### src/common/line_conv_pkg.sv
package line_conv_pkg;

    //////////////////////////////
    // Data widths
    //////////////////////////////

    // One channel value of a pixel or a weight
    localparam int BIT_WIDTH = 8;

    // Partial sum width, wraps on overflow
    localparam int PSUM_WIDTH = 16;

    //////////////////////////////
    // Default geometry
    //////////////////////////////

    localparam int DEF_NUM_CHANNEL = 3;
    localparam int DEF_NUM_KERNEL  = 4;
    localparam int DEF_KERNEL_SIZE = 3;

    //////////////////////////////
    // Types
    //////////////////////////////

    typedef logic signed [BIT_WIDTH-1:0] chan_t;
    typedef logic signed [PSUM_WIDTH-1:0] psum_t;

    // Pixels per line
    typedef logic [11:0] line_len_t;

    // Lines per run
    typedef logic [7:0] line_cnt_t;

    // Line controller phases
    typedef enum logic [1:0] {
        IDLE,
        LOAD_WEIGHT,
        STREAM,
        FINISH
    } ctrl_state_t;

endpackage

### src/source/weight_store.sv
`timescale 1ns/10ps

module weight_store import line_conv_pkg::*; #(
    parameter int NUM_CHANNEL = DEF_NUM_CHANNEL,
    parameter int NUM_KERNEL  = DEF_NUM_KERNEL,
    parameter int KERNEL_SIZE = DEF_KERNEL_SIZE
) (
    input  logic                                                 clk,
    input  logic                                                 rst,
    input  logic                                                 i_clr,
    input  logic                                                 i_wr,
    input  logic [NUM_KERNEL*NUM_CHANNEL*BIT_WIDTH-1:0]          i_beat,
    output logic [KERNEL_SIZE*NUM_KERNEL*NUM_CHANNEL*BIT_WIDTH-1:0] o_taps,
    output logic                                                 o_full
);

    localparam int BEAT_W = NUM_KERNEL * NUM_CHANNEL * BIT_WIDTH;
    localparam int PTR_W  = (KERNEL_SIZE > 1) ? $clog2(KERNEL_SIZE) : 1;

    // One tap of every kernel per entry
    logic [BEAT_W-1:0] tap_q [KERNEL_SIZE];
    logic [PTR_W-1:0]  wr_ptr;
    logic              ptr_last;

    assign ptr_last = (wr_ptr == PTR_W'(KERNEL_SIZE - 1));

    always_ff @(posedge clk) begin
        if (i_wr) begin
            tap_q[wr_ptr] <= i_beat;
        end
    end

    always_ff @(posedge clk) begin
        if (rst || i_clr) begin
            wr_ptr <= '0;
            o_full <= 1'b0;
        end else if (i_wr) begin
            wr_ptr <= ptr_last ? '0 : wr_ptr + 1'b1;
            if (ptr_last) begin
                o_full <= 1'b1;
            end
        end
    end

    for (genvar t = 0; t < KERNEL_SIZE; t++) begin : g_tap
        assign o_taps[t*BEAT_W +: BEAT_W] = tap_q[t];
    end

    // Controller must stop requesting once the store is full
    a_no_write_full: assert property (@(posedge clk) disable iff (rst) o_full |-> !i_wr);

endmodule

### config.mk
export PLATFORM = sky130hd
export DESIGN_NAME = weight_store
export DESIGN_NICKNAME = d
export VERILOG_FILES = /design/src/common/line_conv_pkg.sv /design/src/source/weight_store.sv
export SDC_FILE = /design/constraint.sdc
export NUM_CORES = 1
export LEC_CHECK = 0
export BUFFER_PORTS_ARGS = -buffer_cell sky130_fd_sc_hd__buf_2
export CAP_MARGIN = 20
export CORE_ASPECT_RATIO = 0.7
export CORE_MARGIN = 4
export CORE_UTILIZATION = 46
export CTS_CLUSTER_DIAMETER = 80
export DETAILED_ROUTE_END_ITERATION = 10
export PLACE_DENSITY = 0.78
export SLEW_MARGIN = 20
export SYNTH_ARGS = -nofsm -noshare
export SYNTH_HDL_FRONTEND = slang
export SYNTH_SLANG_ARGS = --single-unit
### constraint.sdc
create_clock -name clk -period 7.3 [get_ports clk]
set_input_delay 1.46 -clock clk [delete_from_list [all_inputs] [get_ports clk]]
set_output_delay 1.46 -clock clk [all_outputs]
set_load 0.05 [all_outputs]
==> run summary <==
final wirelength: 21.0 mm
yosys warns: 0
CTS tree: yes
setup TNS: 0 ps
Layout Cells excl Fill: 974
Routed wire per std cell: 21.6 microns
WHS: 503 ps
vias in the first global route: 5017
share of cells above drive strength 1: 0.584
final clock skew: 14.3 ps
Final Hold Viols: 0
number of max-cap violations: 0
Die X: 173 microns
Gate power share: 0.078
internal power consumption: 0.00269 W
#FFs+latches synth: 291
commonest non-fill, non-tap cell in the layout: buf_2
Area growth syn-to-layout: 35.3%
CTS root buffer: clkbuf_16
Crit Path Class: in2reg
Hold Buf Count CTS: 0
DRC: 0
synth unique cells: 11
routed vias/inst: 4.84
Synth top area share: 0.985
Req. time, crit path: 7430 ps
highest-delay cell along the critical path: and3b_4
Critical Path Max Stage Delay: 720 ps
register area share after synthesis: 0.992
H-tree levels: 1
RSZ-0062 raised after global routing: no
Synth area leader: edfxtp_1
antenna violations before repair: 1
Hold Crit Class: reg2reg
Total GRT Usage: 0.186
clock power share: 0.373
antenna diode count: 0
Slew Limit Fails: 0
worst-path fanout max: 49
site row count: 41
final cycle utilization of the critical path: 0.401
Peak VDD IR: 234 uV
most frequent cells in the layout: buf_2, edfxtp_1, clkbuf_16, clkinv_1, buf_4
Final Setup Violations: 0
first-pass GRT wire length: 30.4 mm
die area: 21400 sq um
via count: 4716
Post-DRT Antenna Nets: 0
Critical Path, Cell by Cell: buf_2, and3b_4, buf_4
worst slew pin tran: 810 ps
setup bufs post-CTS: 0
pwr/cell area: 292 nW/um^2
outcome: complete, no violations
DR pass1 iterations: 4
Placer Congestion: 0.820
total grt overflow: 0
syn nets: 401
initial drt markers: 314
arrival time worst endpoint: 3060 ps
largest net degree at the start of global routing: 55
Final #Nets: 822
Flop pwr share: 0.549
P_leak: 4.66 nW
HPWL reported at the end of detailed placement: 15.3 mm
Post-CTS Resized: 0
Syn Inst Count: 301
Fmax achieved: 342 MHz
Area contributors post-synth: edfxtp_1, dfxtp_1, o21a_1, nor3b_2, and3b_1
Initial Util: 0.478
cell total after placement: 929
Switch Pwr: 0.000783 W
Post-Syn Area: 8780 sq um
Clock Sinks: 291
Die Y-Extent: 124 microns
startpoint class of the critical path: input port
mean post-synth cell area: 29.2 sq um
PortBufs: 388
core area: 18400 sq um
clock period minus final worst setup slack: 2930 ps
TritonCTS buffer count: 27
normalized max-slew margin: 0.460
clock-pin slew on the worst setup and hold paths: 60 ps
CTS Buffer Depth: 3
Clk Latency, worst-skew pair: 510 ps
Sw Ratio: 0.226
# IOs: 389
Crit. End Element: flop
registers in the layout (all words and copies together) (netlist names):
signal / flops
wr_ptr: 2
o_full: 1
tap_q: 288
per-layer routing:
layer | vias up | GRT usage | wire, microns
met5 | - | 0 | 13
met4 | 2 | 0.0453 | 431
met3 | 36 | 0.0686 | 2030
met2 | 264 | 0.338 | 11100
met1 | 2354 | 0.212 | 7480
li1 | 2060 | - | -
final cells by class:
cell class,count,area (sq um)
tap,236,295
fill,1248,6490
multi-input combinational,9,77.6
timing repair buffer,392,1970
clock buffer,30,687
clock inverter,15,130
sequential,291,8710
inverter,1,6.26
synth_stat cells (all sizes together):
cell    instances
a21boi          1
dfxtp           3
o21a            2
nor2            1
nand3b          1
nor3b           1
edfxtp        288
and3b           1
inv             1
nor2b           1
nand2b          1
path summary, 6_finish.rpt:
kind | start | slack [ps] | cells past startpoint | to
hold / removal | o_full$_SDFFE_PP0P_ | 500 | 1 | o_full$_SDFFE_PP0P_
setup reg to reg | wr_ptr[0]$_SDFFE_PP0P_ | 4990 | 2 | tap_q[2][18]$_DFFE_PP_
setup / recovery | i_wr | 4370 | 3 | tap_q[2][18]$_DFFE_PP_
hold reg to reg | o_full$_SDFFE_PP0P_ | 500 | 1 | o_full$_SDFFE_PP0P_
worst max-delay path, delay by kind of cell:
kind | cells | cell delay (ps)
buf+inv | 2 | 800
simple gates | 1 | 720
through the flow:
stage               setup WS (ps)  total power (W)  utilization  instance area (sq um)
floorplan                    1630          0.00212            -                   8780
global placement             3920          0.00221        0.602                  11100
detailed placement           3840          0.00222        0.602                  11100
CTS                          4390          0.00351        0.647                  11900
global route                 4290          0.00359        0.647                  11900
finish                       4370          0.00347        0.647                  11900
kinds of logic (layout without fill, tap and decap cells):
kind of cell    Yosys count  after routing  synth area share
simple gates              6              6           0.00513
compound gates            3              3           0.00257
buf+inv                   1            438          0.000427
flops                   291            291             0.992
power groups by stage:
stage / Sequential, W / Clock, W / Combinational (W)
floorplan: 0.00210 / 0 / 0.0000164
global placement: 0.00194 / 0 / 0.000268
detailed placement: 0.00194 / 0 / 0.000274
CTS: 0.00191 / 0.00133 / 0.000275
global route: 0.00191 / 0.00140 / 0.000283
finish: 0.00191 / 0.00129 / 0.000272
Power figures use the tool's default switching activity.
