### src/common/line_conv_pkg.sv
package line_conv_pkg;

    //////////////////////////////
    // Data widths
    //////////////////////////////

    // One channel value of a pixel or a weight
    localparam int BIT_WIDTH = 8;

    // Partial sum width, wraps on overflow
    localparam int PSUM_WIDTH = 16;

    //////////////////////////////
    // Default geometry
    //////////////////////////////

    localparam int DEF_NUM_CHANNEL = 3;
    localparam int DEF_NUM_KERNEL  = 4;
    localparam int DEF_KERNEL_SIZE = 3;

    //////////////////////////////
    // Types
    //////////////////////////////

    typedef logic signed [BIT_WIDTH-1:0] chan_t;
    typedef logic signed [PSUM_WIDTH-1:0] psum_t;

    // Pixels per line
    typedef logic [11:0] line_len_t;

    // Lines per run
    typedef logic [7:0] line_cnt_t;

    // Line controller phases
    typedef enum logic [1:0] {
        IDLE,
        LOAD_WEIGHT,
        STREAM,
        FINISH
    } ctrl_state_t;

endpackage

### src/source/act_window.sv
`timescale 1ns/10ps

module act_window import line_conv_pkg::*; #(
    parameter int NUM_CHANNEL = DEF_NUM_CHANNEL,
    parameter int KERNEL_SIZE = DEF_KERNEL_SIZE
) (
    input  logic                                      clk,
    input  logic                                      rst,
    input  logic                                      i_shift,
    input  logic                                      i_last,
    input  logic [NUM_CHANNEL*BIT_WIDTH-1:0]          i_pixel,
    output logic [KERNEL_SIZE*NUM_CHANNEL*BIT_WIDTH-1:0] o_win,
    output logic                                      o_win_vld,
    output logic                                      o_win_last
);

    localparam int PIX_W = NUM_CHANNEL * BIT_WIDTH;
    localparam int CNT_W = $clog2(KERNEL_SIZE + 1);

    // Slot 0 holds the oldest pixel
    logic [PIX_W-1:0] win_q [KERNEL_SIZE];
    logic [CNT_W-1:0] fill_q;
    logic             fills;

    always_ff @(posedge clk) begin
        if (i_shift) begin
            for (int t = 0; t < KERNEL_SIZE - 1; t++) begin
                win_q[t] <= win_q[t+1];
            end
            win_q[KERNEL_SIZE-1] <= i_pixel;
        end
    end

    // Window complete once this pixel lands
    assign fills = (fill_q >= CNT_W'(KERNEL_SIZE - 1));

    always_ff @(posedge clk) begin
        if (rst) begin
            fill_q     <= '0;
            o_win_vld  <= 1'b0;
            o_win_last <= 1'b0;
        end else begin
            o_win_vld  <= i_shift && fills;
            o_win_last <= i_shift && i_last;
            if (i_shift) begin
                if (i_last) begin
                    // Next line starts from an empty window
                    fill_q <= '0;
                end else if (!fills) begin
                    fill_q <= fill_q + 1'b1;
                end
            end
        end
    end

    for (genvar t = 0; t < KERNEL_SIZE; t++) begin : g_win
        assign o_win[t*PIX_W +: PIX_W] = win_q[t];
    end

    a_last_with_shift: assert property (@(posedge clk) disable iff (rst) i_last |-> i_shift);

endmodule

### config.mk
export PLATFORM = sky130hd
export DESIGN_NAME = act_window
export DESIGN_NICKNAME = d
export VERILOG_FILES = /design/src/common/line_conv_pkg.sv /design/src/source/act_window.sv
export SDC_FILE = /design/constraint.sdc
export NUM_CORES = 1
export LEC_CHECK = 0
export BUFFER_PORTS_ARGS = -buffer_cell sky130_fd_sc_hd__buf_2
export CAP_MARGIN = 30
export CORE_MARGIN = 5
export CORE_UTILIZATION = 47
export DETAILED_ROUTE_END_ITERATION = 6
export PLACE_DENSITY = 0.85
export SYNTH_ARGS = -nofsm -noshare
export SYNTH_HDL_FRONTEND = slang
export SYNTH_SLANG_ARGS = --single-unit
### constraint.sdc
create_clock -name clk -period 2.85 [get_ports clk]
set_clock_uncertainty 0.15 [all_clocks]
set_input_delay 0.57 -clock clk [delete_from_list [all_inputs] [get_ports clk]]
set_output_delay 0.57 -clock clk [all_outputs]
set_load 0.01 [all_outputs]
==> out/results.md, run 1 <==
| Parameter | Reported | Unit |
|:---|:---|:---|
| Result of the run | finished clean | - |
| Part of the total power dissipated in combinational logic | 7.2 | % |
| Syn avg cell area | 27.0 | um2 |
| Row cnt | 25 | - |
| Weighted congestion reported at the end of routability-driven placement | 0.720 | - |
| Flip-flop and latch area | 2240 | um2 |
| Antenna diode count | 0 | - |
| Insertion delay of the later-clocked pin in the worst-skew pair | 0.33 | ns |
| Worst IR drop on VDD | 0.000403 | V |
| XOR/XNOR share of the synthesized area | 0 | % |
| Fmax achieved | 615 | MHz |
| Worst path cell trace | buf_2 | - |
| Critical path data arrival time | 0.91 | ns |
| Area share of the largest cell type after synthesis | 94.1 | % |
| Number of buffer and inverter instances along the worst setup path | 1 | - |
| CP Capture Point | o_win[68] | - |
| Leading cell type in the layout, fill and taps excluded | sky130_fd_sc_hd__buf_2 | - |
| Clock tree sinks | 76 | - |
| Post-synth top area cell | sky130_fd_sc_hd__edfxtp_1 | - |
| Reg-to-reg setup timing slack | 1.65 | ns |
| Port Buffers | 101 | - |
| Maximum number of pins on one net before global-route repair | 55 | - |
| Final hold violation count | 0 | - |
| Overall Global Routing Usage | 13.7 | % |
| Setup violation total in the final timing report | 0 | - |
| Depth of the CTS H-tree | 3 | - |
| Time the worst path needs with I/O delays and setup | 1.63 | ns |
| Synth Warn # | 0 | - |
| Via count of the first global-routing pass | 1,213 | - |
| CTS Root Cell | sky130_fd_sc_hd__clkbuf_8 | - |
| Wire length of the first global-routing pass | 6050 | um |
| Worst R2R Path Depth | 2 | - |
| Buffers from clock root to sink, at most | 2 | - |
| Reg-to-Reg Start | fill_q[1]$_SDFFE_PP0P_ | - |
| Sequential share of the synthesized area | 97.6 | % |
| Initial core utilization | 48.6 | % |
| Actual transition at the worst max-transition pin | 0.520 | ns |
| Pwr per Cell Area | 697 | nW/um2 |
| Remaining global-route overflow | 0 | - |
| Initial DRC Count | 65 | - |
| Post-CTS sizing | 0 | - |
| Cell-internal power | 0.00169 | W |
| Required time at the worst-slack endpoint | 2.13 | ns |
| Synth unique cells | 9 | - |
| Area share of and/or/nand/nor cells after synthesis | 1.25 | % |
| Total clock buffers created by CTS | 9 | - |
| Count of max-cap constraint violations | 0 | - |
| Average vias per placed instance | 4.59 | - |
| Endpoint type of the worst setup path | primary output | - |
| Total Die Area | 6390 | um2 |
| Final setup TNS | 0 | ns |
| Share of the core filled with cells in the final layout | 64.8 | % |
| Number of hold-repair buffers added at the cts stage | 0 | - |
| Post-layout net count | 226 | - |
| Multi-input gate area in the final layout | 51.3 | um2 |
| Commonest cells after routing, fill and taps aside | sky130_fd_sc_hd__buf_2, sky130_fd_sc_hd__edfxtp_1, sky130_fd_sc_hd__clkbuf_8 | - |
| Number of vias in the routed layout | 1,240 | - |
| CTS tree | built | - |
| Width of the chip | 79.9 | um |
| Adder and majority cell fraction of the synthesized area | 0 | % |
| Top cell family by delay on the critical path | flip-flops | - |
| Crit path kind | reg -> out | - |
| Number of primary I/O pins | 102 | - |
| Core area | 4720 | um2 |
| Worst setup path start | win_q[0][68]$_DFFE_PP_ | - |
| Slowest stage cell on the critical path | sky130_fd_sc_hd__edfxtp_1 | - |
| Worst reg2reg endpoint | fill_q[0]$_SDFFE_PP0P_ | - |
| Static leakage power | 1.24 | nW |
| Number of antenna violations at the first check in global routing | 0 | - |
| Top cells by area, synth | sky130_fd_sc_hd__edfxtp_1, sky130_fd_sc_hd__dfxtp_1, sky130_fd_sc_hd__nor3b_1, sky130_fd_sc_hd__a21oi_1, sky130_fd_sc_hd__a211oi_1 | - |
| Switch share | 21.0 | % |
| Headroom to the max-slew limit | 65.3 | % |
| Proportion of synthesized area in mux cells | 0 | % |
| Setup repair after global routing missed its margin | no | - |
| Clock slew at reported path FFs | 0.06 | ns |
| Fraction of layout instances using a drive strength above 1 | 56.2 | % |
| Post-placement cell count | 254 | - |
| DRC errors left | 0 | - |
| Per-cell routed wire length | 15.1 | um |
| Delay of the slowest cell on the worst path | 0.41 | ns |
| Buffers inserted by post-CTS timing repair | 0 | - |
| Post-synthesis compound-gate area fraction | 0.980 | % |
| Path length in cells of the critical path | 1 | - |
| Final period util | 57.1 | % |
| Post-detailed-route count of antenna-violating nets | 0 | - |
| Net Count, Synth | 113 | - |
| Syn Inst Count | 85 | - |
| Main combinational cell family by area after synthesis | simple AND/OR/NAND/NOR gates | - |
| Count of filler cells inserted in the layout | 341 | - |
| Synthesis-stage register bit count | 76 | - |
| CP startpoint kind | register | - |
| Reg power frac | 62.8 | % |
| Clock network power share | 30.0 | % |
| Final Max Slew Viols | 0 | - |
| Drt first pass iters | 4 | - |
| Total half-perimeter wirelength after legalization and detailed placement | 2950 | um |
| Hold crit path type | in -> reg | - |
| Post-Synthesis Cell Area | 2300 | um2 |
| Layout-stage area growth over the synthesis result | 33.2 | % |
| Die height | 79.9 | um |
| Drt total wl | 4070 | um |
| Crit Path Max Fanout | 2 | - |
| Reported net switching power | 0.000448 | W |
| Number of non-filler instances in the completed layout | 270 | - |
## synthesized netlist by cell type
master                     count
sky130_fd_sc_hd__edfxtp_1     72
sky130_fd_sc_hd__dfxtp_1       4
sky130_fd_sc_hd__a21oi_1       2
sky130_fd_sc_hd__nor3b_1       2
sky130_fd_sc_hd__a211oi_1      1
sky130_fd_sc_hd__inv_1         1
sky130_fd_sc_hd__nor2b_1       1
sky130_fd_sc_hd__o21ai_1       1
sky130_fd_sc_hd__or4_1         1
## cell families (layout without fill, tap and decap cells)
family	count (synthesis)	after routing
simple gates	4	4
flops	76	76
compound gates	4	4
buf+inv	1	119
## sequential cells by signal (all words and copies together), names as in the netlist
register / count
fill_q: 2
o_win_last: 1
o_win_vld: 1
win_q: 72
## cell type report
cell class              count  share of cell area, %
flip-flops and latches     76                   73.3
repair buffers            102                   17.2
clock buffers              13                   4.54
well taps                  67                   2.74
multi-input cells           8                   1.68
clock inverters             3                  0.491
inverters                   1                  0.123
## stage by stage
stage / power, W / hold slack, ns / worst slack (ns) / cell area (um2)
2_1_floorplan: 0.00140 / 0.312 / 1.49 / 2300
3_3_place_gp: 0.00151 / 0.274 / 0.953 / 2910
3_5_place_dp: 0.00152 / 0.277 / 0.886 / 2910
4_1_cts: 0.00216 / 0.238 / 1.19 / 3060
5_1_grt: 0.00224 / 0.220 / 1.15 / 3060
6_report: 0.00213 / 0.258 / 1.22 / 3060
## worst min-delay path by stage
stage,from,end,slack [ns],cells past startpoint
detailed placement,win_q[0][45]$_DFFE_PP_,win_q[0][21]$_DFFE_PP_,0.28,0
CTS,i_pixel[10],win_q[0][58]$_DFFE_PP_,0.24,1
floorplan,fill_q[0]$_SDFFE_PP0P_,fill_q[0]$_SDFFE_PP0P_,0.31,2
global placement,win_q[0][55]$_DFFE_PP_,win_q[0][31]$_DFFE_PP_,0.27,0
finish,i_pixel[2],win_q[0][50]$_DFFE_PP_,0.26,1
global route,i_pixel[4],win_q[0][52]$_DFFE_PP_,0.22,1
## per-layer routing
layer,wire length [um],up-vias,GRT usage (%)
met4,81,0,6.76
met5,0,-,0
met1,1520,591,13.7
met2,2080,71,22.2
li1,-,569,-
met3,390,9,8.35
## power groups by stage
stage | combinational, W | sequential, W | clock (W)
6_report | 0.000153 | 0.00134 | 0.000641
5_1_grt | 0.000165 | 0.00135 | 0.000724
4_1_cts | 0.000156 | 0.00134 | 0.000661
3_5_place_dp | 0.000156 | 0.00137 | 0
3_3_place_gp | 0.000154 | 0.00136 | 0
2_1_floorplan | 0.00000331 | 0.00140 | 0
Note: power is estimated with default switching activity, not from simulation.
==> run 2, diff against run 1 <==
CORE_UTILIZATION = 41   (was 47)
PLACE_DENSITY = 0.79   (was 0.85)
clock period = 1.43 ns   (was 2.85 ns; I/O delays follow)
==> run 2 against run 1 <==
Via count increased by 6.8%; register-to-register slack worse by 1.5 ns; count of clock-buffer cells in the layout shrank 3; sequential share of layout area fell by 6.4 points; sequential power up 100%; power up 110%; die area grew 13%; global-route usage shrank 0.49 points; combinational power is 140% higher; critical endpoint is now fill_q[0]$_SDFFE_PP0P_; largest power group unchanged.
==> out/results.md, run 2 (synthesis results as in run 1) <==
| Parameter | Reported | Unit |
|:---|:---|:---|
| Result of the run | finished clean | - |
| Post-place setup slack | 0.157 | ns |
| Initial DRC Count | 40 | - |
| Maximum number of pins on one net before global-route repair | 52 | - |
| Crit Path Max Fanout | 4 | - |
| CTS tree | built | - |
| Worst reg2reg endpoint | fill_q[0]$_SDFFE_PP0P_ | - |
| Pwr per Cell Area | 1330 | nW/um2 |
| Number of antenna violations at the first check in global routing | 0 | - |
| Total Die Area | 7200 | um2 |
| Drt total wl | 4450 | um |
| Reg-to-Reg Start | fill_q[1]$_SDFFE_PP0P_ | - |
| Drt first pass iters | 4 | - |
| Clock slew at reported path FFs | 0.06 | ns |
| Layout-stage area growth over the synthesis result | 46.0 | % |
| Average vias per placed instance | 4.43 | - |
| Per-cell routed wire length | 14.9 | um |
| Required time at the worst-slack endpoint | 1.54 | ns |
| Final Max Slew Viols | 0 | - |
| Count of max-cap constraint violations | 0 | - |
| Setup repair after global routing missed its margin | no | - |
| Row cnt | 27 | - |
| Buffers inserted by post-CTS timing repair | 0 | - |
| Path length in cells of the critical path | 3 | - |
| Post-detailed-route count of antenna-violating nets | 0 | - |
| Final hold violation count | 0 | - |
| Setup violation total in the final timing report | 0 | - |
| Core area | 5470 | um2 |
| Clock tree sinks | 76 | - |
| Endpoint type of the worst setup path | register | - |
| Slowest stage cell on the critical path | sky130_fd_sc_hd__dlygate4sd3_1 | - |
| Setup ws final | 0.0288 | ns |
| Number of buffer and inverter instances along the worst setup path | 1 | - |
| Leading cell type in the layout, fill and taps excluded | sky130_fd_sc_hd__buf_2 | - |
| Post-layout net count | 252 | - |
| Final period util | 98.0 | % |
| Critical path data arrival time | 1.52 | ns |
| Number of vias in the routed layout | 1,324 | - |
| Port Buffers | 101 | - |
| Final setup TNS | 0 | ns |
| Crit path kind | in -> reg | - |
| Fmax achieved | 714 | MHz |
| Worst IR drop on VDD | 0.000702 | V |
| Via count of the first global-routing pass | 1,307 | - |
| Total clock buffers created by CTS | 9 | - |
| Delay of the slowest cell on the worst path | 0.59 | ns |
| Static leakage power | 1.36 | nW |
| Headroom to the max-slew limit | 82.0 | % |
| DRC errors left | 0 | - |
| Antenna diode count | 0 | - |
| Width of the chip | 84.9 | um |
| CP startpoint kind | input pin | - |
| Number of primary I/O pins | 102 | - |
| Time the worst path needs with I/O delays and setup | 1.40 | ns |
| Max FFs per register | 72 | - |
| Reg-to-reg setup timing slack | 0.20 | ns |
| Final std cell area, no fill | 3350 | um2 |
| Worst R2R Path Depth | 2 | - |
| Depth of the CTS H-tree | 3 | - |
| Top cell family by delay on the critical path | buffers and inverters | - |
| Fraction of layout instances using a drive strength above 1 | 50.7 | % |
| Buffers from clock root to sink, at most | 2 | - |
| Insertion delay of the later-clocked pin in the worst-skew pair | 0.33 | ns |
| Remaining global-route overflow | 0 | - |
| CP Capture Point | fill_q[0]$_SDFFE_PP0P_ | - |
| Die height | 84.9 | um |
| Largest reg by FF count | win_q | - |
| Overall Global Routing Usage | 13.2 | % |
| Wire length of the first global-routing pass | 6840 | um |
| Placed instance area | 2920 | um2 |
| Weighted congestion reported at the end of routability-driven placement | 0.757 | - |
| Commonest cells after routing, fill and taps aside | sky130_fd_sc_hd__buf_2, sky130_fd_sc_hd__edfxtp_1, sky130_fd_sc_hd__dlygate4sd3_1 | - |
| Largest regs | win_q x72, fill_q x2 | - |
| CTS Root Cell | sky130_fd_sc_hd__clkbuf_8 | - |
| Actual transition at the worst max-transition pin | 0.270 | ns |
| Hold crit path type | in -> reg | - |
| Worst setup path start | i_last | - |
| Worst path cell trace | dlygate4sd3_1 -> or4_4 -> a21oi_2 | - |
| Initial core utilization | 42.0 | % |
## run 2: cell types whose count changed in the layout (fill, tap and decap cells not counted), sizes merged
cell,before,now
clkbuf,13,10
bufinv,0,1
dlygate4sd3,0,26
## run 2: stage by stage
stage                     instances  utilization, %  total power [W]  hold WS (ns)
after floorplan                  85               -          0.00280         0.205
after global placement          260            53.4          0.00302         0.275
after detailed placement        260            53.4          0.00303         0.279
after CTS                       300            61.2          0.00452         0.129
after global routing            299            61.3          0.00468         0.162
final                           299            61.3          0.00447         0.167
## run 2: worst min-delay path by stage
stage / start / endpoint / slack, ns / depth (start not counted)
floorplan: rst / fill_q[0]$_SDFFE_PP0P_ / 0.21 / 1
global placement: win_q[0][34]$_DFFE_PP_ / win_q[0][10]$_DFFE_PP_ / 0.27 / 0
detailed placement: win_q[0][67]$_DFFE_PP_ / win_q[0][43]$_DFFE_PP_ / 0.28 / 0
CTS: i_shift / o_win_vld$_SDFF_PP0_ / 0.13 / 3
global route: i_shift / o_win_vld$_SDFF_PP0_ / 0.16 / 3
finish: i_shift / o_win_vld$_SDFF_PP0_ / 0.17 / 3
## run 2: final cells by class
| cell class | count | area [um2] |
|---|---|---|
| clock buffers | 10 | 128 |
| clock inverters | 4 | 42.5 |
| fillers | 407 | 2120 |
| inverters | 1 | 3.75 |
| multi-input cells | 8 | 58.8 |
| flip-flops and latches | 76 | 2240 |
| well taps | 72 | 90.1 |
| repair buffers | 128 | 788 |
## run 2: report_power, final
part	internal [W]	leakage (nW)	switching, W
Clock	0.000772	0.0871	0.000660
Combinational	0.000174	0.536	0.000189
Sequential	0.00261	0.737	0.0000629
## run 2: what timing repair did
item                                   in CTS  in global routing
setup endpoints to repair                   0                  1
gates resized for setup                     0                  2
endpoints found under the hold margin      28                  0
hold buffers                               26                  0
## run 2: layer usage
layer | global-route usage [%] | vias up | routed length, um
li1 | - | 618 | -
met1 | 15.0 | 623 | 1840
met2 | 20.6 | 77 | 2150
met3 | 5.53 | 6 | 399
met4 | 8.20 | 0 | 68
met5 | 0 | - | 0
## run 2: worst min-delay path: stages
cell	delay [ns]
sky130_fd_sc_hd__buf_2	0.14
sky130_fd_sc_hd__inv_1	0.11
sky130_fd_sc_hd__nor3b_1	0.06
