File: src/common/line_conv_pkg.sv
package line_conv_pkg;

    //////////////////////////////
    // Data widths
    //////////////////////////////

    // One channel value of a pixel or a weight
    localparam int BIT_WIDTH = 8;

    // Partial sum width, wraps on overflow
    localparam int PSUM_WIDTH = 16;

    //////////////////////////////
    // Default geometry
    //////////////////////////////

    localparam int DEF_NUM_CHANNEL = 3;
    localparam int DEF_NUM_KERNEL  = 4;
    localparam int DEF_KERNEL_SIZE = 3;

    //////////////////////////////
    // Types
    //////////////////////////////

    typedef logic signed [BIT_WIDTH-1:0] chan_t;
    typedef logic signed [PSUM_WIDTH-1:0] psum_t;

    // Pixels per line
    typedef logic [11:0] line_len_t;

    // Lines per run
    typedef logic [7:0] line_cnt_t;

    // Line controller phases
    typedef enum logic [1:0] {
        IDLE,
        LOAD_WEIGHT,
        STREAM,
        FINISH
    } ctrl_state_t;

endpackage

File: src/source/line_ctrl.sv
`timescale 1ns/10ps

module line_ctrl import line_conv_pkg::*; (
    input  logic      clk,
    input  logic      rst,
    input  logic      i_start,
    input  line_len_t i_line_len,
    input  line_cnt_t i_num_lines,
    input  logic      i_weight_vld,
    input  logic      i_data_vld,
    input  logic      i_full,
    input  logic      i_line_done,
    output logic      o_weight_req,
    output logic      o_data_req,
    output logic      o_wr,
    output logic      o_clr,
    output logic      o_shift,
    output logic      o_last,
    output logic      o_done
);

    ctrl_state_t state;
    line_len_t   line_len_q;
    line_cnt_t   num_lines_q;
    line_len_t   pix_cnt;
    line_cnt_t   in_line_cnt;
    line_cnt_t   out_line_cnt;
    logic        start_ok;
    logic        pix_last;
    logic        in_line_last;
    logic        out_line_last;

    //////////////////////////////
    // Accept strobes
    //////////////////////////////

    assign start_ok = i_start && (state == IDLE || state == FINISH);

    // Drop the request as soon as the store reports full
    assign o_weight_req = (state == LOAD_WEIGHT) && !i_full;
    assign o_data_req   = (state == STREAM);

    assign o_wr    = o_weight_req && i_weight_vld;
    assign o_clr   = start_ok;
    assign o_shift = o_data_req && i_data_vld;

    assign pix_last      = (pix_cnt == line_len_q - 1'b1);
    assign in_line_last  = (in_line_cnt == num_lines_q - 1'b1);
    assign out_line_last = (out_line_cnt == num_lines_q - 1'b1);

    assign o_last = o_shift && pix_last;

    //////////////////////////////
    // Phase FSM
    //////////////////////////////

    always_ff @(posedge clk) begin
        if (rst) begin
            state       <= IDLE;
            line_len_q  <= '0;
            num_lines_q <= '0;
        end else begin
            case (state)
                IDLE, FINISH: begin
                    if (start_ok) begin
                        state       <= LOAD_WEIGHT;
                        line_len_q  <= i_line_len;
                        num_lines_q <= i_num_lines;
                    end
                end
                LOAD_WEIGHT: begin
                    if (i_full) begin
                        state <= STREAM;
                    end
                end
                STREAM: begin
                    if (o_last && in_line_last) begin
                        state <= FINISH;
                    end
                end
                default: state <= IDLE;
            endcase
        end
    end

    // Input side position within a line and lines fed
    always_ff @(posedge clk) begin
        if (rst || start_ok) begin
            pix_cnt     <= '0;
            in_line_cnt <= '0;
        end else if (o_shift) begin
            pix_cnt <= pix_last ? '0 : pix_cnt + 1'b1;
            if (pix_last) begin
                in_line_cnt <= in_line_cnt + 1'b1;
            end
        end
    end

    // Output side lines finished, done once the last end marker shows up
    always_ff @(posedge clk) begin
        if (rst || start_ok) begin
            out_line_cnt <= '0;
            o_done       <= 1'b0;
        end else if (i_line_done) begin
            out_line_cnt <= out_line_cnt + 1'b1;
            if (state == FINISH && out_line_last) begin
                o_done <= 1'b1;
            end
        end
    end

    a_req_exclusive: assert property (@(posedge clk) disable iff (rst)
        !(o_weight_req && o_data_req));

endmodule

File: config.mk
export PLATFORM = sky130hd
export DESIGN_NAME = line_ctrl
export DESIGN_NICKNAME = d
export VERILOG_FILES = /design/src/common/line_conv_pkg.sv /design/src/source/line_ctrl.sv
export SDC_FILE = /design/constraint.sdc
export NUM_CORES = 1
export LEC_CHECK = 0
export BUFFER_PORTS_ARGS = -buffer_cell sky130_fd_sc_hd__buf_2
export CAP_MARGIN = 15
export CORE_ASPECT_RATIO = 0.9
export CORE_MARGIN = 3
export CORE_UTILIZATION = 53
export CTS_CLUSTER_SIZE = 24
export DETAILED_ROUTE_END_ITERATION = 10
export GPL_TIMING_DRIVEN = 0
export PLACE_DENSITY = 0.76
export SLEW_MARGIN = 30
export SYNTH_ARGS = -nofsm -noshare
export SYNTH_HDL_FRONTEND = slang
export SYNTH_SLANG_ARGS = --single-unit
File: constraint.sdc
create_clock -name clk -period 2.65 [get_ports clk]
set_input_delay 0.1325 -clock clk [delete_from_list [all_inputs] [get_ports clk]]
set_output_delay 0.1325 -clock clk [all_outputs]
set_load 0.005 [all_outputs]
==> metrics, run 1 <==
PD cells 814 nW/um2; vias in the first global route 2692; number of port buffers 32; critical path's top delay family simple AND/OR/NAND/NOR gates; CP Class flop to output port; # DRC 0; Sink Count 51; placed cell count 477; Inserted Clock Buffers 5; # IOs 34; core area 5440 um2; Clock Skew 12.3 ps; Die Y 78.5 um; Net Sw Power 0.00120 W; TritonCTS clock tree built; per-cell routed wire length 14.7 um; RSZ-0062 raised after global routing true; Worst setup EP type output port; hold endpoint num_lines_q[3]; R2R depth 10; post-route setup slack -154 ps; 1st-iter DRT viols 173; die width 86.6 um; final WL 7320 um; pre-CTS setup slack -328 ps; clock latency on the worst-skew pair 320 ps; post-DP HPWL 5210 um; fmax 357 MHz; Synth Cell Area 3100 um2; FF-to-FF setup slack -150 ps; Synth Area per Inst 8.19 um2; die area 6790 um2; final cell count without fillers 496; Req. time, crit path 2520 ps; switching share of power 0.408; combinational share of power 0.499; max_cap viols 0; Max H-tree Level 2; Final Cell Area 3620 um2; Top cell by count, worst path or4b_4; hold buffers post-CTS 0; CTS Root Cell clkbuf_8; fin nets 463; Least-Margin Pin Slew 706 ps; LEAKAGE 1.36 nW; Worst Path Max Fanout 7; Max-slew headroom 0.530; post-layout power 0.00295 W; Layout area overhead 16.9%; crit path DAT 2670 ps; Synth Instances 378; worst hold path type input pin to flop; placed cell area 3340 um2; CP Launch Type flop; Final min period 2800 ps; Setup violations, final 21; number of flops mapped to enable cells by yosys 0; YS warnings 0; initial antenna violation count 0; Seq pwr share 0.336; ANT nets after route 0; antenna cells 0; Worst R2R End in_line_cnt[6]; post-DR vias/cell 5.69; Buf/Inv on CP 3; post-synth net total 413; row cnt 25; sequential share of the synthesized area 0.330; largest net degree at the start of global routing 19; FF-to-FF Start line_len_q[1]; Seq cells post-synth 51; Clock Power Share 0.165; clk buf depth 2; initial core utilization 0.569; failing checks setup timing; clock transition at the registers of the reported paths 110 ps; Total GRT Usage 0.227; status complete, but fails checks; maximum vdd drop 0.000512 V; Primary FF master, synth dfxtp_1; Detailed Routing Iterations Pass 1 4; crit share post-route 1.06; gr ovfl total 0; Vias 2824; Routability Congestion 0.869; Hold Fails Final Rpt 0; Hold Path Stages 3; internal power 0.00174 W; post-synthesis async set-or-reset flop share 0; Synth cell types 52; crit-path cells inv_4 > ha_4 > or4b_4 > or4b_4 > a311oi_4 > o32ai_4 > buf_6 > nor3_2 > buf_2; fraction of layout cells with a size suffix above 1 0.186; max-slew violations 0; global-route wire length before repair 12500 um; hold wc startpoint i_num_lines[3]; Critical Path Max Stage Delay 510 ps; Slowest cell on crit path or4b_4
==> per-layer routing <==
metal	routed length (um)	global-route usage	up-vias	share of wire
li1	-	-	1426	-
met1	3570	0.326	1326	0.49
met2	3350	0.352	63	0.46
met3	312	0.0388	9	0.043
met4	83	0.0576	0	0.011
met5	0	0	-	0
==> power by group through the flow <==
stage | registers (W) | logic [W] | clock network, W
6_report | 0.000989 | 0.00147 | 0.000488
4_1_cts | 0.000981 | 0.00141 | 0.000494
2_1_floorplan | 0.000962 | 0.000973 | 0
3_3_place_gp | 0.000991 | 0.00119 | 0
5_1_grt | 0.00100 | 0.00162 | 0.000525
3_5_place_dp | 0.000998 | 0.00122 | 0
==> synthesized netlist by cell type (6+ instances only) <==
master	count	area share
clkbuf_1	14	0.017
mux2i_1	7	0.023
nand2_1	66	0.080
xor2_1	22	0.062
nor3_1	7	0.011
a21oi_1	26	0.042
xnor2_1	25	0.071
and3_1	6	0.012
dfxtp_1	51	0.33
ha_1	8	0.032
nor2_1	26	0.032
o21ai_0	7	0.011
or3_1	11	0.022
nand4_1	12	0.024
inv_1	10	0.012
==> layout make-up <==
class	instances	area, um2
clock buffers	5	68.8
well taps	67	83.8
inverters	12	47.5
multi-input cells	296	2020
fillers	482	1820
repair buffers	44	250
plain buffers	18	91.3
flip-flops and latches	51	1030
clock inverters	3	27.5
==> state kept, by name, summed over array words and instances, names as in the netlist <==
register / flops
o_done: 1
pix_cnt: 12
out_line_cnt: 8
in_line_cnt: 8
state: 2
line_len_q: 12
num_lines_q: 8
==> how the worst max path moves through the flow <==
stage	slack, ps	to	start	cells past startpoint
4_1_cts	-170	o_last	line_len_q[1]	9
2_1_floorplan	10	in_line_cnt[3]	line_len_q[0]	9
3_5_place_dp	-330	pix_cnt[8]	line_len_q[0]	9
3_3_place_gp	-250	pix_cnt[8]	line_len_q[0]	9
6_report	-150	o_last	line_len_q[1]	9
5_1_grt	-240	o_last	line_len_q[1]	9
==> worst min-delay path, delay by kind of cell <==
family | cells | cell delay, ps
AO/OA/AOI/OAI | 1 | 50
AND/OR/NAND/NOR | 1 | 50
buffers and inverters | 1 | 90
==> cells in the final DEF (no fill, tap or decap), types with 4 or more instances in the layout <==
cell type	count
o21ai_0	6
inv_1	8
nor4_1	5
mux2i_1	7
dfxtp_1	49
nor4_2	4
clkbuf_8	5
nand2b_1	5
buf_4	14
a21oi_1	26
ha_1	7
or3_1	10
nor3b_1	5
and3_1	6
xnor2_1	25
xor2_1	22
nor2b_1	5
nor2_1	25
buf_2	33
nand3_1	5
nand4_1	12
nand2_1	66
clkbuf_1	13
nor3_1	5
==> per-stage QoR <==
step	hold WS (ps)	setup TNS (ps)	util
3_3_place_gp	375	-4060	0.614
3_5_place_dp	381	-5660	0.614
4_1_cts	37.1	-1620	0.658
5_1_grt	38.2	-3280	0.665
6_report	36.5	-1350	0.665
2_1_floorplan	268	0	-
==> kinds of logic after synthesis <==
family,after synthesis,share of synthesized area
AO/OA/AOI/OAI,57,0.121
XOR/XNOR,49,0.148
adder cells (fa/ha/maj),8,0.0323
buffers and inverters,31,0.0433
flip-flops,51,0.330
multiplexers,8,0.0263
AND/OR/NAND/NOR,174,0.300
==> repair_timing <==
item                                    4_1_cts  5_1_grt
endpoints found under the setup margin       23       22
buffers inserted                             11        1
pin swaps                                     5        7
resized for setup                            16        9
No activity file was read; power rests on OpenSTA's default activity.
==> run 2, diff against run 1 <==
==> constraint.sdc (replaced) <==
create_clock -name clk -period 2.65 [get_ports clk]
set_input_delay 0.265 -clock clk [delete_from_list [all_inputs] [get_ports clk]]
set_output_delay 0.265 -clock clk [all_outputs]
set_load 0.005 [all_outputs]
==> run 2 against run 1 <==
The run still ends with setup timing left. Flip-flop and latch count is the same. Sequential power is essentially flat. Register-to-register slack lost 90 ps. Total power shrank 1.4%. Core utilization shrank 0.39 points. Clock skew grew 0.52 ps. Via count shrank 0.50%. Worst hold slack gained 130 ps. Maximum frequency shrank 4.1%. Global-route usage shrank 0.22 points. Critical path type unchanged. Critical endpoint unchanged. Largest cell class unchanged.
==> metrics, run 2 (synthesis gave the netlist of run 1 again) <==
ANT nets after route 0 (unchanged); Final min period 2920 ps (was 2800 ps); status complete, but fails checks (unchanged); initial antenna violation count 0 (unchanged); worst hold path type input pin to flop (unchanged); Worst Path Max Fanout 3 (was 7); Sink Count 51 (unchanged); final WL 7200 um (was 7320 um); Setup violations, final 22 (was 21); max-slew violations 0 (unchanged); Worst setup EP type output port (unchanged); fill cell count 484 (was 482); row cnt 25 (unchanged); fin nets 461 (was 463); Hold Fails Final Rpt 0 (unchanged); FF-to-FF Start line_len_q[0] (was line_len_q[1]); Die Y 78.5 um (unchanged); per-cell routed wire length 14.6 um (was 14.7 um); initial core utilization 0.569 (unchanged); Max H-tree Level 2 (unchanged); WHS 171 ps (was 36.5 ps); antenna cells 0 (unchanged); Vias 2810 (was 2824); Routability Congestion 0.869 (unchanged); crit share post-route 1.10 (was 1.06); commonest non-fill, non-tap cell in the layout nand2_1 (unchanged); maximum vdd drop 0.000496 V (was 0.000512 V); post-DR vias/cell 5.69 (about the same); Regs by FF count line_len_q: 12 flops, pix_cnt: 12 flops (unchanged); CTS Root Cell clkbuf_8 (unchanged); largest net degree at the start of global routing 19 (unchanged); # DRC 0 (unchanged); Total GRT Usage 0.225 (was 0.227); clock latency on the worst-skew pair 320 ps (about the same); Max-slew headroom 0.561 (was 0.530); vias in the first global route 2666 (was 2692); placed cell count 477 (unchanged); Clock Skew 12.8 ps (was 12.3 ps); gr ovfl total 0 (unchanged); # IOs 34 (unchanged); CP Launch Type flop (unchanged); Req. time, crit path 2380 ps (was 2520 ps); Inserted Clock Buffers 5 (unchanged); RSZ-0062 raised after global routing true (unchanged); post-route setup slack -274 ps (was -154 ps); hold wc startpoint i_num_lines[3] (unchanged); fmax 342 MHz (was 357 MHz); clk buf depth 2 (unchanged); CP Class flop to output port (unchanged); number of port buffers 32 (unchanged); failing checks setup timing (unchanged); PD cells 807 nW/um2 (was 814 nW/um2); die area 6790 um2 (unchanged); Crit. Startpoint line_len_q[0] (was line_len_q[1]); final cell count without fillers 494 (was 496); Least-Margin Pin Slew 656 ps (was 706 ps); core area 5440 um2 (unchanged); Detailed Routing Iterations Pass 1 5 (was 4); crit path DAT 2660 ps (was 2670 ps); die width 86.6 um (unchanged); hold buffers post-CTS 0 (unchanged); max_cap viols 0 (unchanged); 1st-iter DRT viols 174 (was 173); Layout area overhead 16.2% (was 16.9%); post-DP HPWL 5210 um (unchanged); fraction of layout cells with a size suffix above 1 0.183 (was 0.186); global-route wire length before repair 12400 um (was 12500 um); clock transition at the registers of the reported paths 110 ps (about the same); TritonCTS clock tree built (unchanged); LEAKAGE 1.34 nW (was 1.36 nW); commonest non-fill, non-tap cells in the layout nand2_1, dfxtp_1, buf_2 (unchanged)
## run 2: final timing paths
| path | endpoint | slack, ps | depth (start not counted) |
|---|---|---|---|
| setup / recovery | o_last | -270 | 9 |
| hold / removal | num_lines_q[3] | 170 | 3 |
| setup reg to reg | in_line_cnt[3] | -240 | 10 |
| hold reg to reg | in_line_cnt[7] | 480 | 2 |
## run 2: layout make-up
cell class / instances / area (um2) / area share
inverter: 12 / 50.0 / 0.0139
sequential: 51 / 1030 / 0.286
multi-input combinational: 296 / 2010 / 0.559
timing repair buffer: 42 / 235 / 0.0654
clock inverter: 3 / 27.5 / 0.00765
tap: 67 / 83.8 / 0.0233
clock buffer: 5 / 68.8 / 0.0191
buffer: 18 / 91.3 / 0.0254
## run 2: critical path: stages (launching register included)
cell      delay (ps)
dfxtp_4          380
inv_4             60
ha_4             130
or4b_4           470
or4b_4           510
a311oi_4         310
o32ai_4          130
buf_6            150
nor3_2            80
buf_2            130
## run 2: power breakdown
| group | leakage (nW) | internal [W] | switching, W |
|---|---|---|---|
| sequential | 0.416 | 0.000861 | 0.000129 |
| clock | 0.0463 | 0.000194 | 0.000288 |
| combinational | 0.877 | 0.000663 | 0.000770 |
## run 2: per-stage QoR
step	setup slack, ps	utilization	TNS, ps	total power, W	area [um2]
floorplan	14.5	-	0	0.00193	3100
detailed placement	-328	0.614	-5800	0.00221	3340
global placement	-248	0.614	-4190	0.00218	3340
finish	-274	0.661	-3880	0.00291	3600
CTS	-281	0.656	-3840	0.00286	3570
global route	-362	0.661	-6010	0.00311	3600
## run 2: metal layers
metal,vias up,GRT usage,part of all wire,wire length [um]
met5,-,0,0,0
met4,0,0.0530,0.014,102
met3,13,0.0504,0.040,290
met2,59,0.345,0.46,3300
met1,1317,0.320,0.49,3510
li1,1421,-,-,-
## run 2: repair_timing
| action | CTS | global route |
|---|---|---|
| endpoints found under the setup margin | 23 | 23 |
| pin swaps | 5 | 5 |
| buffers inserted | 9 | 1 |
| resized for setup | 17 | 7 |
==> run 3, diff against run 2 <==
- TNS_END_PERCENT: unset -> 10
==> run 3 against run 2 <==
Critical path depth is the same. Final area is the same. Core utilization is the same. Largest cell class unchanged. Setup slack is essentially flat. Total power is essentially flat. The flow still finishes with violations (setup timing). Critical endpoint unchanged. Die area is the same. Flip-flop and latch count is the same. Clock-buffer cell count is the same. Register-to-register slack is essentially flat. Sequential share of layout area is the same.
==> metrics, run 3 (synthesis gave the netlist of run 1 again) <==
CP Launch Type flop (unchanged); pre-CTS setup slack -328 ps (unchanged); crit share post-route 1.10 (about the same); Setup violations, final 22 (unchanged); commonest non-fill, non-tap cell in the layout nand2_1 (unchanged); max_cap viols 0 (unchanged); Worst setup EP type output port (unchanged); number of port buffers 32 (unchanged); core area 5440 um2 (unchanged); Sink Count 51 (unchanged); final WL 7210 um (was 7200 um); Inserted Clock Buffers 5 (unchanged); row cnt 25 (unchanged); fin nets 461 (unchanged); per-cell routed wire length 14.6 um (about the same); antenna cells 0 (unchanged); Clock Power Share 0.166 (about the same); Top Usage Layer GRT met2 (unchanged); RSZ-0062 raised after global routing true (unchanged); register area 1030 um2 (unchanged); largest net degree at the start of global routing 19 (unchanged); Hold Fails Final Rpt 0 (unchanged); post-DR vias/cell 5.69 (about the same); hold buffers post-CTS 0 (unchanged); initial antenna violation count 0 (unchanged); clk buf depth 2 (unchanged); maximum vdd drop 0.000498 V (was 0.000496 V); clock transition at the registers of the reported paths 110 ps (about the same); crit path DAT 2660 ps (about the same); switching share of power 0.409 (was 0.408); GR Util met2 0.345 (unchanged); Max H-tree Level 2 (unchanged); grt met3 use 0.0504 (unchanged); Die Y 78.5 um (unchanged); Vias 2811 (was 2810); Net Sw Power 0.00119 W (about the same); # IOs 34 (unchanged); fmax 342 MHz (about the same); met1 GRT Util 0.320 (unchanged); initial core utilization 0.569 (unchanged); clock latency on the worst-skew pair 320 ps (about the same); die area 6790 um2 (unchanged); combinational share of power 0.493 (about the same); LEAKAGE 1.34 nW (unchanged); # DRC 0 (unchanged); 1st-iter DRT viols 162 (was 174); die width 86.6 um (unchanged); commonest non-fill, non-tap cells in the layout nand2_1, dfxtp_1, buf_2 (unchanged); Req. time, crit path 2380 ps (about the same); Routability Congestion 0.869 (unchanged); vias in the first global route 2666 (unchanged); Least-Margin Pin Slew 656 ps (about the same); setup TNS -3880 ps (about the same); max-slew violations 0 (unchanged); global-route wire length before repair 12400 um (unchanged); worst hold path type input pin to flop (unchanged); Final min period 2920 ps (about the same); ANT nets after route 0 (unchanged); placed cell count 477 (unchanged); fill cell count 484 (unchanged); Regs by FF count line_len_q: 12 flops, pix_cnt: 12 flops (unchanged); TritonCTS clock tree built (unchanged); PD cells 808 nW/um2 (was 807 nW/um2); failing checks setup timing (unchanged); CP Class flop to output port (unchanged); multi-input logic area 2010 um2 (unchanged); Total GRT Usage 0.225 (unchanged); Max-slew headroom 0.561 (about the same); internal power 0.00172 W (about the same); Layout area overhead 16.2% (unchanged); CTS Root Cell clkbuf_8 (unchanged); Detailed Routing Iterations Pass 1 4 (was 5); Clock Skew 13.1 ps (was 12.8 ps); gr ovfl total 0 (unchanged); Seq pwr share 0.341 (about the same); status complete, but fails checks (unchanged); post-DP HPWL 5210 um (unchanged); post-route setup slack -273 ps (was -274 ps); fraction of layout cells with a size suffix above 1 0.183 (unchanged); Worst Path Max Fanout 3 (unchanged); final cell count without fillers 494 (unchanged)
run 3: cell counts in the layout (fill, tap and decap cells not counted):
No cell type changed its count.
run 3: timing repair:
item                                    in CTS  in global routing
buffers inserted                             9                  1
gates resized for setup                     17                  7
endpoints found under the setup margin      23                 23
pin swaps                                    5                  5
cloned                                       0                  0
endpoints found under the hold margin        0                  0
run 3: routing by layer:
metal / vias to the layer above / wire [um]
li1: 1418 / -
met2: 57 / 3300
met5: - / 0
met1: 1323 / 3520
met4: 0 / 100
met3: 13 / 290
run 3: path summary, 6_finish.rpt:
check / from / end / slack (ps) / cells after the start
worst max-delay path: line_len_q[0] / o_last / -270 / 9
worst min-delay path: i_num_lines[3] / num_lines_q[3] / 170 / 3
worst min register to register: in_line_cnt[7] / in_line_cnt[7] / 480 / 2
worst max register to register: line_len_q[0] / in_line_cnt[3] / -240 / 10
run 3: power by group through the flow:
stage               Clock [W]  Combinational (W)  Sequential [W]
CTS                  0.000494            0.00138        0.000982
detailed placement          0            0.00122        0.000998
global route         0.000528            0.00158         0.00100
floorplan                   0           0.000973        0.000962
finish               0.000483            0.00143        0.000991
global placement            0            0.00119        0.000991
run 3: final cells by class:
type,count,share of cell area
buffer,18,0.0254
clock buffer,5,0.0191
timing repair buffer,42,0.0654
inverter,12,0.0139
multi-input combinational,296,0.559
clock inverter,3,0.00765
sequential,51,0.286
tap,67,0.0233
run 3: through the flow:
step / total power [W] / utilization / hold slack, ps / cell area (um2)
floorplan: 0.00193 / - / 401 / 3100
global placement: 0.00218 / 0.614 / 458 / 3340
detailed placement: 0.00221 / 0.614 / 462 / 3340
CTS: 0.00286 / 0.656 / 170 / 3570
global route: 0.00311 / 0.661 / 166 / 3600
finish: 0.00291 / 0.661 / 171 / 3600
run 3: critical path: stages (launching register included):
cell      delay (ps)
dfxtp_4          380
inv_4             60
ha_4             130
or4b_4           470
or4b_4           510
a311oi_4         310
o32ai_4          130
buf_6            150
nor3_2            80
buf_2            130
